$ cat config.mk
export PLATFORM = sky130hd
export DESIGN_NAME = sram_arbiter
export DESIGN_NICKNAME = d
export VERILOG_FILES = /design/src/source/conv_pkg.sv /design/src/source/sram_arbiter.sv
export SDC_FILE = /design/constraint.sdc
export NUM_CORES = 1
export LEC_CHECK = 0
export BUFFER_PORTS_ARGS = -buffer_cell sky130_fd_sc_hd__buf_2
export CORE_AREA = 2 2 71 73
export DETAILED_ROUTE_END_ITERATION = 16
export DIE_AREA = 0 0 73 75
export PLACE_DENSITY = 0.61
export SYNTH_ARGS = -nofsm -noshare
export SYNTH_HDL_FRONTEND = slang
export SYNTH_SLANG_ARGS = --single-unit
export TNS_END_PERCENT = 20
$ cat constraint.sdc
create_clock -name clk -period 1.7 [get_ports clk]
set_input_delay 0.17 -clock clk [delete_from_list [all_inputs] [get_ports clk]]
set_output_delay 0.17 -clock clk [all_outputs]
set_load 0.05 [all_outputs]
$ cat src/source/conv_pkg.sv
package conv_pkg;

    // byte and word geometry
    localparam int DATA_W     = 8;
    localparam int WORD_BYTES = 8;
    localparam int MAC_BYTES  = 64;

    localparam int ADDR_W    = 16;
    localparam int DIM_W     = 8;
    // must hold the value 64
    localparam int MAC_CNT_W = 7;

    typedef logic [ADDR_W-1:0]              addr_t;
    typedef logic [DIM_W-1:0]               dim_t;
    // byte k sits at bits 8k+7 down to 8k
    typedef logic [WORD_BYTES*DATA_W-1:0]   word_t;
    typedef logic [MAC_BYTES*DATA_W-1:0]    mac_vec_t;
    typedef logic [MAC_CNT_W-1:0]           mac_cnt_t;

    typedef enum logic [1:0] {
        SEQ_IDLE,
        SEQ_FETCH,
        SEQ_ISSUE,
        SEQ_NEXT
    } seq_state_t;

    // owner of the read in flight
    typedef enum logic {
        OWN_PATCH,
        OWN_WEIGHT
    } arb_owner_t;

endpackage
$ cat src/source/sram_arbiter.sv
`timescale 1ns/1ps

module sram_arbiter import conv_pkg::*; (
    input  logic   clk,
    input  logic   rst,
    input  logic   patch_req_i,
    input  logic   weight_req_i,
    input  addr_t  patch_addr_i,
    input  addr_t  weight_addr_i,
    output logic   patch_gnt_o,
    output logic   weight_gnt_o,
    output logic   patch_valid_o,
    output logic   weight_valid_o,
    output word_t  rdata_o,
    output logic   mem_req_o,
    output addr_t  mem_addr_o,
    input  word_t  mem_rdata_i
);

    arb_owner_t owner_q;
    logic       pend_q;
    logic       patch_pick;

    // on a tie the side that did not win last time goes first
    assign patch_pick   = patch_req_i && (!weight_req_i || owner_q == OWN_WEIGHT);
    assign patch_gnt_o  = patch_pick;
    assign weight_gnt_o = weight_req_i && !patch_pick;

    assign mem_req_o  = patch_req_i || weight_req_i;
    assign mem_addr_o = patch_pick ? patch_addr_i : weight_addr_i;

    always_ff @(posedge clk) begin
        if (!rst) begin
            owner_q <= OWN_WEIGHT;
            pend_q  <= 1'b0;
        end else begin
            pend_q <= mem_req_o;
            if (mem_req_o) begin
                owner_q <= patch_pick ? OWN_PATCH : OWN_WEIGHT;
            end
        end
    end

    // word returns one cycle after the grant
    assign patch_valid_o  = pend_q && owner_q == OWN_PATCH;
    assign weight_valid_o = pend_q && owner_q == OWN_WEIGHT;
    assign rdata_o        = mem_rdata_i;

endmodule

### Word level (Yosys, flattened, before mapping)

Index checks and enable logic that the tools add are counted.
Widths: inputs -> output; s select.

* flip-flop bits (word level): 2
* word-level logic and storage cells: 13

* multiplexer cells: 2
* bitwise logic cells: 1
* reductions and logical operators: 8

Operator list (count)
* $mux 16: 1
* $logic_and 1x1->1: 4
* $logic_not 1->1: 2
* $logic_or 1x1->1: 2
* $mux 1: 1
* $not 1->1: 1

### Logic depth before layout (Yosys ltp)

* depth in word-level cells: 5
* depth in mapped cells: 4
* depth with buffers taken out: 3

### Worst setup path after synthesis

Ideal clock, no wire load.

* kind: flip-flop to output port
* from: reg owner_q
* to: out mem_addr_o[10]
* arrival: 1.177 ns
* required time: 1.530 ns
* slack: 0.353 ns
* stages on the path, launching flop included: 4
* cells stage by stage: dfxtp_1 > o21ai_4 > buf_12 > mux2_4

* cells in the longest elaborated chain, start to end: 3

RTL lines
* from (decl): line sram_arbiter.sv:20 `arb_owner_t owner_q;`
* from (signal assigned): line sram_arbiter.sv:39 `owner_q <= patch_pick ? OWN_PATCH : OWN_WEIGHT;`
* $logic_or 1x1->1: line sram_arbiter.sv:25 `assign patch_pick = patch_req_i && (!weight_req_i || owner_q == OWN_WEIGHT);`
* $logic_and 1x1->1: line sram_arbiter.sv:25
* $mux 16: line sram_arbiter.sv:30 `assign mem_addr_o = patch_pick ? patch_addr_i : weight_addr_i;`
* to (decl): line sram_arbiter.sv:16 `output addr_t mem_addr_o,`

No other way between the ends.

### Final worst setup path

* from: reg owner_q
* to: out mem_addr_o[0]

Same word-level chain as after synthesis.

==> impl_results.md <==
* Status: complete, no violations
* Gr usage total at 5.10%
* Vias at 515
* Die area at 5480 µm²
* Root buf cell: clkbuf_8
* Worst EP arrival at 1.48 ns
* Fraction of the cycle the final worst path needs at 96.8%
* WHS at 0.132 ns
* Slew Viols, Final at 0
* DR vias/cell at between 3 and 4
* Die Span X at 73 µm
* CP Class: reg -> out
* GR Layer Usage met3 at 4.82%
* CP Cell Sequence: o21ai_4, buf_12, mux2_2, buf_2
* Layout cells sized above 1 at 89.9%
* Clock buffer depth at 2
* Area Growth Syn to Fin at -11.1%
* Port bufs at 56
* Most frequent cells in the layout: buf_2, mux2_4, mux2_2
* Final HPWL DP at around 1400 µm
* Post-Syn Area per Cell at 8.77 µm²
* CP max FO at 17
* CP delay by family, top: buffers and inverters
* CTS tree: done
* Sequential share of power at ~9.8%
* Critical path data required time at 1.53 ns
* First-pass GRT wire length at 2060 µm
* GRT busiest layer: met2
* Clock skew at 0 ns
* Worst Tran Pin Value at 0.266 ns
* CP startpoint kind: flop
* Switching Share at roughly 43%
* Antenna cells at 0
* Sw power at between 0.0002 and 0.00025 W
* I/O pin count at 185
* CP max stage delay at 0.35 ns
* Worst path slowest cell: dfxtp_1
* Mapped Nets at about 190
* Num Clock Sinks at 2
* Hold_buf cts at 0
* Internal power at 0.000310 W
* Placer Congestion at 0.636
* Largest net degree at the start of global routing at 18
* H-Tree Level Count at 1
* Rows at 25
* Unrepaired setup endpoints after global routing: true
* Vias in the first global route at 455
* Final Hold Fails at 0
* Max-cap violation count at 0
* Clock transition at path regs at 0.03 ns
* Final setup viols at 0
* Setup Fix Bufs, Post-CTS at 0
* Worst path bufs/invs at 2
* DR pass1 iterations at 2
* Clock Power Share at 34.2%
* DP Area at 692 µm²
* Routed wire length at 1610 µm
* Cell area after layout at 733 µm²
* Most common cell after layout, fill and taps aside: buf_2
* Initial DRC count at 9
* GR Util met1 at 5.28%
* Setup TNS at 0 ns
* Total gr overflow at 0
* #FFs+latches synth at 2
* P_leak at 0.410 nW
* Synthesized cell area at 825 µm²
* CTS buffer count at 3
* ANT nets after route at 0
* Initial antenna violation count at 0
* Initial Util at 17.7%
* Nets at 191
* Synthesis warning total at 0
* Relative slew slack at between 80 and 90%
* WL per Instance at 11.3 µm
* DIE HEIGHT at around 75 µm
* Syn Inst Count at 94
* Post_cts resized at 0
* Clock latency on the worst-skew pair at approximately 0.21 ns
* Combinational cell fraction of total power at 56.0%
* Met2 global-route usage at 5.71%
* Final worst path period need at about 1.6 ns
* FMAX at 608 MHz
* Max VDD drop at ~0.3 mV
* PD cells at ~750 nW/µm²
* DR DRC count at 0
* Tot Pwr at 0.000549 W
* Worst setup EP type: output pin
* Yosys cell types at 14
* Hold Path Class: in -> reg
* Seq/Total Area, Yosys at 4.86%
* Core region area at about 4700 µm²
## cell type report
class	count	area [µm²]
fillers	510	3930
repair buffers	57	300
multi-input cells	25	277
well taps	54	67.6
clock buffers	3	41.3
flip-flops and latches	2	40.0
inverters	2	7.51
## routing by layer
metal  vias up  wire length (µm)
li1        224                 -
met1       220               589
met2        61               651
met3        10               315
met4         0                55
met5         -                 0
## synthesized netlist by cell type, drive strengths merged
library cell	n	share of area [%]
buf	65	61
mux2	16	26
and2	2	1.7
dfxtp	2	4.9
inv	2	0.91
nand2	2	0.91
o21ai	2	2.6
a21oi	1	0.61
and2b	1	1.1
or2	1	0.76
## state kept, by name, indices dropped and copies added, names as in the netlist
register	flops
owner_q	1
pend_q	1
## stage by stage
step	util [%]	setup WS [ns]	cells
2_1_floorplan	-	0.353	94
3_3_place_gp	14.8	0.281	140
3_5_place_dp	14.8	0.258	140
4_1_cts	15.7	0.0320	143
5_1_grt	15.7	-0.0141	143
6_report	15.7	0.0542	143
## power by group through the flow
stage	Clock [W]	Combinational [W]	Sequential, W
final	0.000188	0.000307	0.0000541
after global routing	0.000199	0.000323	0.0000548
after CTS	0.000195	0.000311	0.0000542
after detailed placement	0	0.000311	0.0000548
after global placement	0	0.000308	0.0000546
after floorplan	0	0.000635	0.0000542
## final timing paths
path / start / endpoint / slack [ns] / depth (start not counted)
worst max-delay path: owner_q$_SDFFE_PN1P_ / mem_addr_o[0] / 0.05 / 4
worst min-delay path: rst / owner_q$_SDFFE_PN1P_ / 0.13 / 2
worst max register to register: owner_q$_SDFFE_PN1P_ / owner_q$_SDFFE_PN1P_ / 0.97 / 3
worst min register to register: owner_q$_SDFFE_PN1P_ / owner_q$_SDFFE_PN1P_ / 0.58 / 3
## cells by family after synthesis
| family | after synthesis | synth area share [%] |
|---|---|---|
| flip-flops | 2 | 4.86 |
| buffers and inverters | 67 | 61.6 |
| AND/OR/NAND/NOR | 6 | 4.40 |
| multiplexers | 16 | 25.9 |
| AO/OA/AOI/OAI | 3 | 3.19 |
No activity file was read; power rests on OpenSTA's default activity.
