**src/source/conv_pkg.sv**
```systemverilog
package conv_pkg;

    // byte and word geometry
    localparam int DATA_W     = 8;
    localparam int WORD_BYTES = 8;
    localparam int MAC_BYTES  = 64;

    localparam int ADDR_W    = 16;
    localparam int DIM_W     = 8;
    // must hold the value 64
    localparam int MAC_CNT_W = 7;

    typedef logic [ADDR_W-1:0]              addr_t;
    typedef logic [DIM_W-1:0]               dim_t;
    // byte k sits at bits 8k+7 down to 8k
    typedef logic [WORD_BYTES*DATA_W-1:0]   word_t;
    typedef logic [MAC_BYTES*DATA_W-1:0]    mac_vec_t;
    typedef logic [MAC_CNT_W-1:0]           mac_cnt_t;

    typedef enum logic [1:0] {
        SEQ_IDLE,
        SEQ_FETCH,
        SEQ_ISSUE,
        SEQ_NEXT
    } seq_state_t;

    // owner of the read in flight
    typedef enum logic {
        OWN_PATCH,
        OWN_WEIGHT
    } arb_owner_t;

endpackage
```
**src/source/conv_sequencer.sv**
```systemverilog
`timescale 1ns/1ps

module conv_sequencer import conv_pkg::*; #(
    parameter int MAX_GROUPS = 8
) (
    input  logic     clk,
    input  logic     rst,
    input  logic     start_i,
    input  dim_t     img_row_i,
    input  dim_t     img_col_i,
    input  dim_t     ker_row_i,
    input  dim_t     ker_col_i,
    input  dim_t     in_ch_i,
    input  dim_t     out_ch_i,
    input  dim_t     stride_row_i,
    input  dim_t     stride_col_i,
    input  addr_t    w_base_i,
    output logic     patch_start_o,
    output logic     weight_start_o,
    output dim_t     org_row_o,
    output dim_t     org_col_o,
    output addr_t    w_addr_o,
    output mac_cnt_t w_bytes_o,
    input  logic     patch_done_i,
    input  logic     weight_done_i,
    output logic     load_o,
    output dim_t     groups_o,
    output mac_cnt_t total_macs_o,
    output dim_t     oc_base_o,
    output logic     busy_o,
    output logic     done_o
);

    seq_state_t state_q;
    dim_t       org_row_q;
    dim_t       org_col_q;
    dim_t       oc_base_q;
    logic       done_q;

    mac_cnt_t total_macs;
    dim_t     fit;
    dim_t     remain;
    dim_t     grp;
    dim_t     row_lim;
    dim_t     col_lim;
    logic     more_groups;
    logic     more_rows;
    logic     more_cols;
    logic     job_start;

    assign total_macs = mac_cnt_t'(ker_row_i * ker_col_i * in_ch_i);

    // how many kernels fit side by side in one MAC vector
    always_comb begin
        fit = 8'd1;
        for (int g = 1; g <= MAX_GROUPS; g++) begin
            if (g * total_macs <= MAC_BYTES) begin
                fit = dim_t'(g);
            end
        end
    end

    assign remain = out_ch_i - oc_base_q;
    assign grp    = (remain < fit) ? remain : fit;

    // last valid origin, same as (img - ker) / stride + 1 positions
    assign row_lim = img_row_i - ker_row_i;
    assign col_lim = img_col_i - ker_col_i;

    assign more_groups = 9'(oc_base_q) + 9'(grp) < 9'(out_ch_i);
    assign more_rows   = 9'(org_row_q) + 9'(stride_row_i) <= 9'(row_lim);
    assign more_cols   = 9'(org_col_q) + 9'(stride_col_i) <= 9'(col_lim);

    assign job_start = state_q == SEQ_IDLE && start_i;

    // patch is refetched only on a new position
    assign patch_start_o  = job_start ||
                            (state_q == SEQ_NEXT && !more_groups && (more_rows || more_cols));
    assign weight_start_o = job_start ||
                            (state_q == SEQ_NEXT && (more_groups || more_rows || more_cols));

    always_ff @(posedge clk) begin
        if (!rst) begin
            state_q   <= SEQ_IDLE;
            org_row_q <= '0;
            org_col_q <= '0;
            oc_base_q <= '0;
            done_q    <= 1'b0;
        end else begin
            done_q <= 1'b0;
            case (state_q)
                SEQ_IDLE: begin
                    if (start_i) begin
                        org_row_q <= '0;
                        org_col_q <= '0;
                        oc_base_q <= '0;
                        state_q   <= SEQ_FETCH;
                    end
                end
                SEQ_FETCH: begin
                    if (patch_done_i && weight_done_i) begin
                        state_q <= SEQ_ISSUE;
                    end
                end
                SEQ_ISSUE: begin
                    state_q <= SEQ_NEXT;
                end
                default: begin
                    // channel groups, then rows, then columns
                    state_q <= SEQ_FETCH;
                    if (more_groups) begin
                        oc_base_q <= oc_base_q + grp;
                    end else if (more_rows) begin
                        oc_base_q <= '0;
                        org_row_q <= org_row_q + stride_row_i;
                    end else if (more_cols) begin
                        oc_base_q <= '0;
                        org_row_q <= '0;
                        org_col_q <= org_col_q + stride_col_i;
                    end else begin
                        done_q  <= 1'b1;
                        state_q <= SEQ_IDLE;
                    end
                end
            endcase
        end
    end

    assign org_row_o    = org_row_q;
    assign org_col_o    = org_col_q;
    assign oc_base_o    = oc_base_q;
    assign w_addr_o     = w_base_i + oc_base_q * total_macs;
    assign w_bytes_o    = mac_cnt_t'(grp * total_macs);
    assign groups_o     = grp;
    assign total_macs_o = total_macs;
    assign load_o       = state_q == SEQ_ISSUE;
    assign busy_o       = state_q != SEQ_IDLE;
    assign done_o       = done_q;

endmodule

```
**config.mk**
```make
export PLATFORM = sky130hd
export DESIGN_NAME = conv_sequencer
export DESIGN_NICKNAME = d
export VERILOG_FILES = /design/src/source/conv_pkg.sv /design/src/source/conv_sequencer.sv
export SDC_FILE = /design/constraint.sdc
export NUM_CORES = 1
export LEC_CHECK = 0
export ABC_AREA = 1
export BUFFER_PORTS_ARGS = -buffer_cell sky130_fd_sc_hd__buf_2
export CAP_MARGIN = 20
export CORE_MARGIN = 10
export CORE_UTILIZATION = 50
export CTS_BUF_LIST = sky130_fd_sc_hd__clkbuf_8
export CTS_CLUSTER_SIZE = 25
export DETAILED_ROUTE_END_ITERATION = 8
export PLACE_DENSITY = 0.72
export SYNTH_ARGS = -nofsm -noshare
export SYNTH_HDL_FRONTEND = slang
export SYNTH_SLANG_ARGS = --single-unit
```
**constraint.sdc**
```tcl
create_clock -name clk -period 36.6 [get_ports clk]
set_input_delay 3.66 -clock clk [delete_from_list [all_inputs] [get_ports clk]]
set_output_delay 3.66 -clock clk [all_outputs]
set_load 0.02 [all_outputs]
```
# Word-level counts from Yosys, hierarchy flattened
# Index checks and enable logic that the tools add are counted.
# word_totals
latchBits	0
reg_bits	27
in_bits	85
n_memories	0
ramBits	0
out_inout_bits	67
elab_cells	92
mem_bits_ro	0
# classes
add_sub_neg	10
n_div	0
mux	27
n_eq_ne	7
mul	8
n_reduce_logical	22
shift	0
n_bitwise	2
order_cmp	11
# op_table
cell	n
8-bit two-way mux	16
8-bit one-hot mux with 2 select lines	3
10-bit by 7-bit less-or-equal comparator with 1-bit output (second input constant)	4
8-bit by 8-bit adder with 9-bit output	3
8-bit adder	3
8-bit subtractor	3
3-bit by 7-bit multiplier with 10-bit output (first input constant)	2
9-bit by 7-bit less-or-equal comparator with 1-bit output (second input constant)	2
9-bit by 8-bit less-or-equal comparator with 1-bit output	2
2-bit by 7-bit multiplier with 9-bit output (first input constant)	2
16-bit by 15-bit adder with 16-bit output	1
8-bit by 7-bit multiplier with 15-bit output	1
9-bit by 8-bit less-than comparator with 1-bit output	1
8-bit by 7-bit less-or-equal comparator with 1-bit output (second input constant)	1
8-bit less-than comparator	1
8-bit by 7-bit multiplier with 7-bit output	1
8-bit by 8-bit multiplier with 7-bit output	1
8-bit by 8-bit multiplier with 8-bit output	1
2-bit two-way mux	3
2-bit one-hot mux with 3 select lines	1
6-bit OR reduction	1
1-bit logical AND	5
1-bit logical OR	5
5-bit AND reduction	1
15 further kinds	23

# Logic depth before layout (Yosys ltp)
# depth
depth_word	18
mapped_depth	74
depth_no_buf	73

# Worst setup path before layout
# Ideal clock, no wire load.
# synth_timing
path_type	input -> output
startpoint	input ker_row_i[0]
endpoint	output w_bytes_o[6]
arrival_time_ps	15472
n_path_buf	1
path_stages	57
slack_ps	17468
path_cell_list	buf_4 -> nand2_1 -> inv_1 -> ha_1 -> ha_1 -> inv_1 -> fa_1 -> inv_1 -> ha_1 -> nand2_1 -> fa_1 -> inv_1 -> ha_1 -> ha_1 -> fa_1 -> ha_1 -> xnor2_1 -> inv_1 -> [21 not listed] -> inv_1 -> nand2_1 -> fa_1 -> inv_1 -> ha_1 -> inv_1 -> fa_1 -> fa_1 -> inv_1 -> ha_1 -> a21o_1 -> a31oi_1 -> nand4_1 -> nand2_1 -> nand2_1 -> nand2_1 -> nor2_1 -> nor2_2
# synth_via
elab_chain_cells	13
# synth_rtl
item	line_no	text
start: declaration	conv_sequencer.sv:11	input dim_t ker_row_i,
8-bit by 8-bit multiplier with 8-bit output (*)	conv_sequencer.sv:51	assign total_macs = mac_cnt_t'(ker_row_i * ker_col_i * in_ch_i);
8-bit by 8-bit multiplier with 7-bit output (*)	conv_sequencer.sv:51	
named net total_macs_o[4]	conv_sequencer.sv:28	output mac_cnt_t total_macs_o,
2-bit by 7-bit multiplier with 9-bit output or 8-bit by 7-bit less-or-equal comparator with 1-bit output (tied branches)	conv_sequencer.sv:57	if (g * total_macs <= MAC_BYTES) begin
9-bit by 7-bit less-or-equal comparator with 1-bit output or 2-bit two-way mux (tied branches)	conv_sequencer.sv:57	
8-bit two-way mux (5 in series)	conv_sequencer.sv:57	
8-bit two-way mux (*)	conv_sequencer.sv:57	
8-bit less-than comparator	conv_sequencer.sv:64	assign grp = (remain < fit) ? remain : fit;
8-bit two-way mux (*)	conv_sequencer.sv:64	
named net groups_o[2]	conv_sequencer.sv:27	output dim_t groups_o,
8-bit by 7-bit multiplier with 7-bit output (*)	conv_sequencer.sv:133	assign w_bytes_o = mac_cnt_t'(grp * total_macs);
end: declaration	conv_sequencer.sv:23	output mac_cnt_t w_bytes_o,
# Mark *: on every way through the listed nets, which the timed path passes. The rest lies on a longest branch.

# Worst setup path in the final report
# layout_timing
startpoint	input ker_row_i[0]
endpoint	output w_bytes_o[6]
# layout_via
elab_chain_cells	13
# layout_rtl
item	line_no
8-bit by 8-bit multiplier with 8-bit output (*)	conv_sequencer.sv:51
8-bit by 8-bit multiplier with 7-bit output (*)	conv_sequencer.sv:51
2-bit by 7-bit multiplier with 9-bit output or 8-bit by 7-bit less-or-equal comparator with 1-bit output (tied branches)	conv_sequencer.sv:57
9-bit by 7-bit less-or-equal comparator with 1-bit output or 2-bit two-way mux (tied branches)	conv_sequencer.sv:57
8-bit two-way mux (6 in series)	conv_sequencer.sv:57
8-bit less-than comparator	conv_sequencer.sv:64
8-bit two-way mux	conv_sequencer.sv:64
8-bit by 7-bit multiplier with 7-bit output (*)	conv_sequencer.sv:133
# Mark *: on every way between the ends. The rest lies on a longest branch, timed or not.

==> results.cfg <==
[outcome]
status = finished, final reports clean

[worst_setup_path]
crit_top_cell = nand2_1
critical_path_cell_count = 64
end_kind = primary output
crit_end = w_bytes_o[6]
r2r_end = org_col_o[6]
critPathBufInv = 10
slowest_delay_ns = 0.61
startpoint_type = primary input
path_delay_family = adder cells
path_class = in2out
required_ns = 32.94
cp_max_fo = 13
r2r_slack_ns = 30.08
startpoint = ker_row_i[0]
r2r_start = oc_base_o[2]
reg2regPathDepth = 35
slowest_stage = fa_1
crit_arrival_ns = 16.58

[route]
drt_iter0_markers = 290
route.detailed.drc = 0
ant_nets = 0
maxUsedRoutingLayer = met5
wire_per_inst_um = 13.6
wl_met1_um = 10100
drt-total-wl_um = 22700
met3WireLength_um = 1560
post_drt_via_cell_ratio = 5.05
drt_pass1_iterations = 5
vias = 8462
wl_met2_um = 10700

[yosys]
async_reset_ff_frac = 0
muxShareOfSynthArea = 0
ys.flop_type = dfxtp_1
synth_top_family_by_area = adder cells
synth.area.top_cells = ha_1 (25%), fa_1 (17%), inv_1 (12%)
yosys.area.top_type = ha_1
synth_simple_gate_area_frac = 0.218
synth_area_um2 = 9140
synthCells = 1296
yosysWarnings = 0
yosysSeqAreaShare = 0.0592
synth-xor-area-share = 0.0623
synth_edf_count = 0
synth_area_per_cell_um2 = 7.05
synth_cell_types = 44
synth_compound_gate_area_share = 0.101
synth_top_cell_area_share = 0.255
synthAdderAreaFrac = 0.428
ys_seq_elements = 27

[timing]
rsz0062_at_grt = no
post-route-period-util = 0.553
finalHoldViolations = 0
relSlewSlack = 0.450
holdWs_ns = 0.502
final.setup.tns_ns = 0
clock.fmax_mhz = 49.4
worstMarginPinSlew_ns = 0.825
layout_min_cycle_time_ns = 20.24
setup_viol = 0
fin_skew_ns = 0.0118
maxSlewViolCount = 0

[placement]
gp_congestion = 0.891
placed_area_um2 = 10100
port_buffers = 146
dp_cells = 1670
dpl.hpwl_um = 19600

[final_layout]
multiInputGateArea_um2 = 7430
final-seq-area_um2 = 541
layout_common_cells = inv_1 (290), nand2_1 (260), ha_1 (186)
diodes = 0
area_growth_pct = 11.6
drive_gt1_frac = 0.128
final_cell_area_um2 = 10200
fillers = 1760
layout.nets = 1797
final_common_cell = inv_1
fin_cells = 1675

[clock_network]
clkTransAtPathRegs_ns = 0.11
cts.htree.levels = 1
cts_num_sinks = 27
cts_buffers = 3
clock_latency_ns = 0.29
clock_path_buffers = 2
cts-hold-fix-buffers = 0
cts_tree = done
root_buffer = clkbuf_8
cts_setup_buffers = 0
cts_resized = 0

[floorplan]
die_area_um2 = 24100
row_count = 49
core_um2 = 18000
start_util = 0.509
die-width_um = 155
io_pins = 152
die_h_um = 155

[global_routing]
grt_antenna_before_repair = 1
grt.total_usage = 0.190
grt_max_degree = 27
overflow = 0
first_global_vias = 8564
grt_pass1_wl_um = 39300

[worst_hold_path]
min_path_type = reg2reg

[job]
cap_violations = 0
-- kinds of logic after synthesis --
family / after synthesis
and+or+nand+nor: 463
DFF: 27
other: 2
adders and majority gates: 265
AOI/OAI and AO/OA: 161
xor gates and xnor gates: 65
buffers and inverters: 313
-- layer usage --
layer  vias up  track usage
li1       4364            -
met1      3858        0.241
met2       215        0.329
met3        23       0.0408
met4         2       0.0303
met5         -            0
-- synth_stat cells (10+ instances only) --
cell type,number
dfxtp_1,27
xor2_1,40
nand2_2,12
fa_1,79
o21ai_0,26
nand2_1,260
inv_1,290
ha_1,186
xnor2_1,25
a21oi_1,92
nor2_1,79
a211oi_1,10
nand3_1,72
-- worst min path at each step --
| stage | startpoint | endpoint | depth (start not counted) |
|---|---|---|---|
| global placement | org_col_o[5] | org_col_o[5] | 2 |
| floorplan | state_q[1] | state_q[1] | 2 |
| CTS | org_col_o[7] | org_col_o[7] | 2 |
| finish | org_col_o[7] | org_col_o[7] | 2 |
| global route | org_col_o[2] | org_col_o[2] | 2 |
| detailed placement | org_col_o[7] | org_col_o[7] | 2 |
-- worst min-delay path: stages, from the launching register on --
cell and delay, ns:
dfxtp_1 0.35, nand2_1 0.07, a21oi_1 0.05
-- stage by stage --
step	util	setup WS [ns]
6_report	0.568	16.36
5_1_grt	0.568	15.41
4_1_cts	0.567	16.32
3_5_place_dp	0.564	16.35
3_3_place_gp	0.564	16.68
2_1_floorplan	-	17.47
-- sequential cells by signal (all words and copies together) (netlist names) --
| name | flops |
|---|---|
| oc_base_o | 8 |
| org_col_o | 8 |
| org_row_o | 8 |
| state_q | 2 |
| done_o | 1 |
-- area by class of cell --
| cell class | count | share of cell area |
|---|---|---|
| flip-flops and latches | 27 | 0.0530 |
| well taps | 229 | 0.0281 |
| clock buffers | 3 | 0.00405 |
| multi-input cells | 966 | 0.729 |
| clock inverters | 1 | 0.000859 |
| repair buffers | 151 | 0.0753 |
| inverters | 298 | 0.110 |
Power is left out: the tool's default activity adds up to more than one toggle a clock period on the data nets, which glitch-free logic cannot reach.
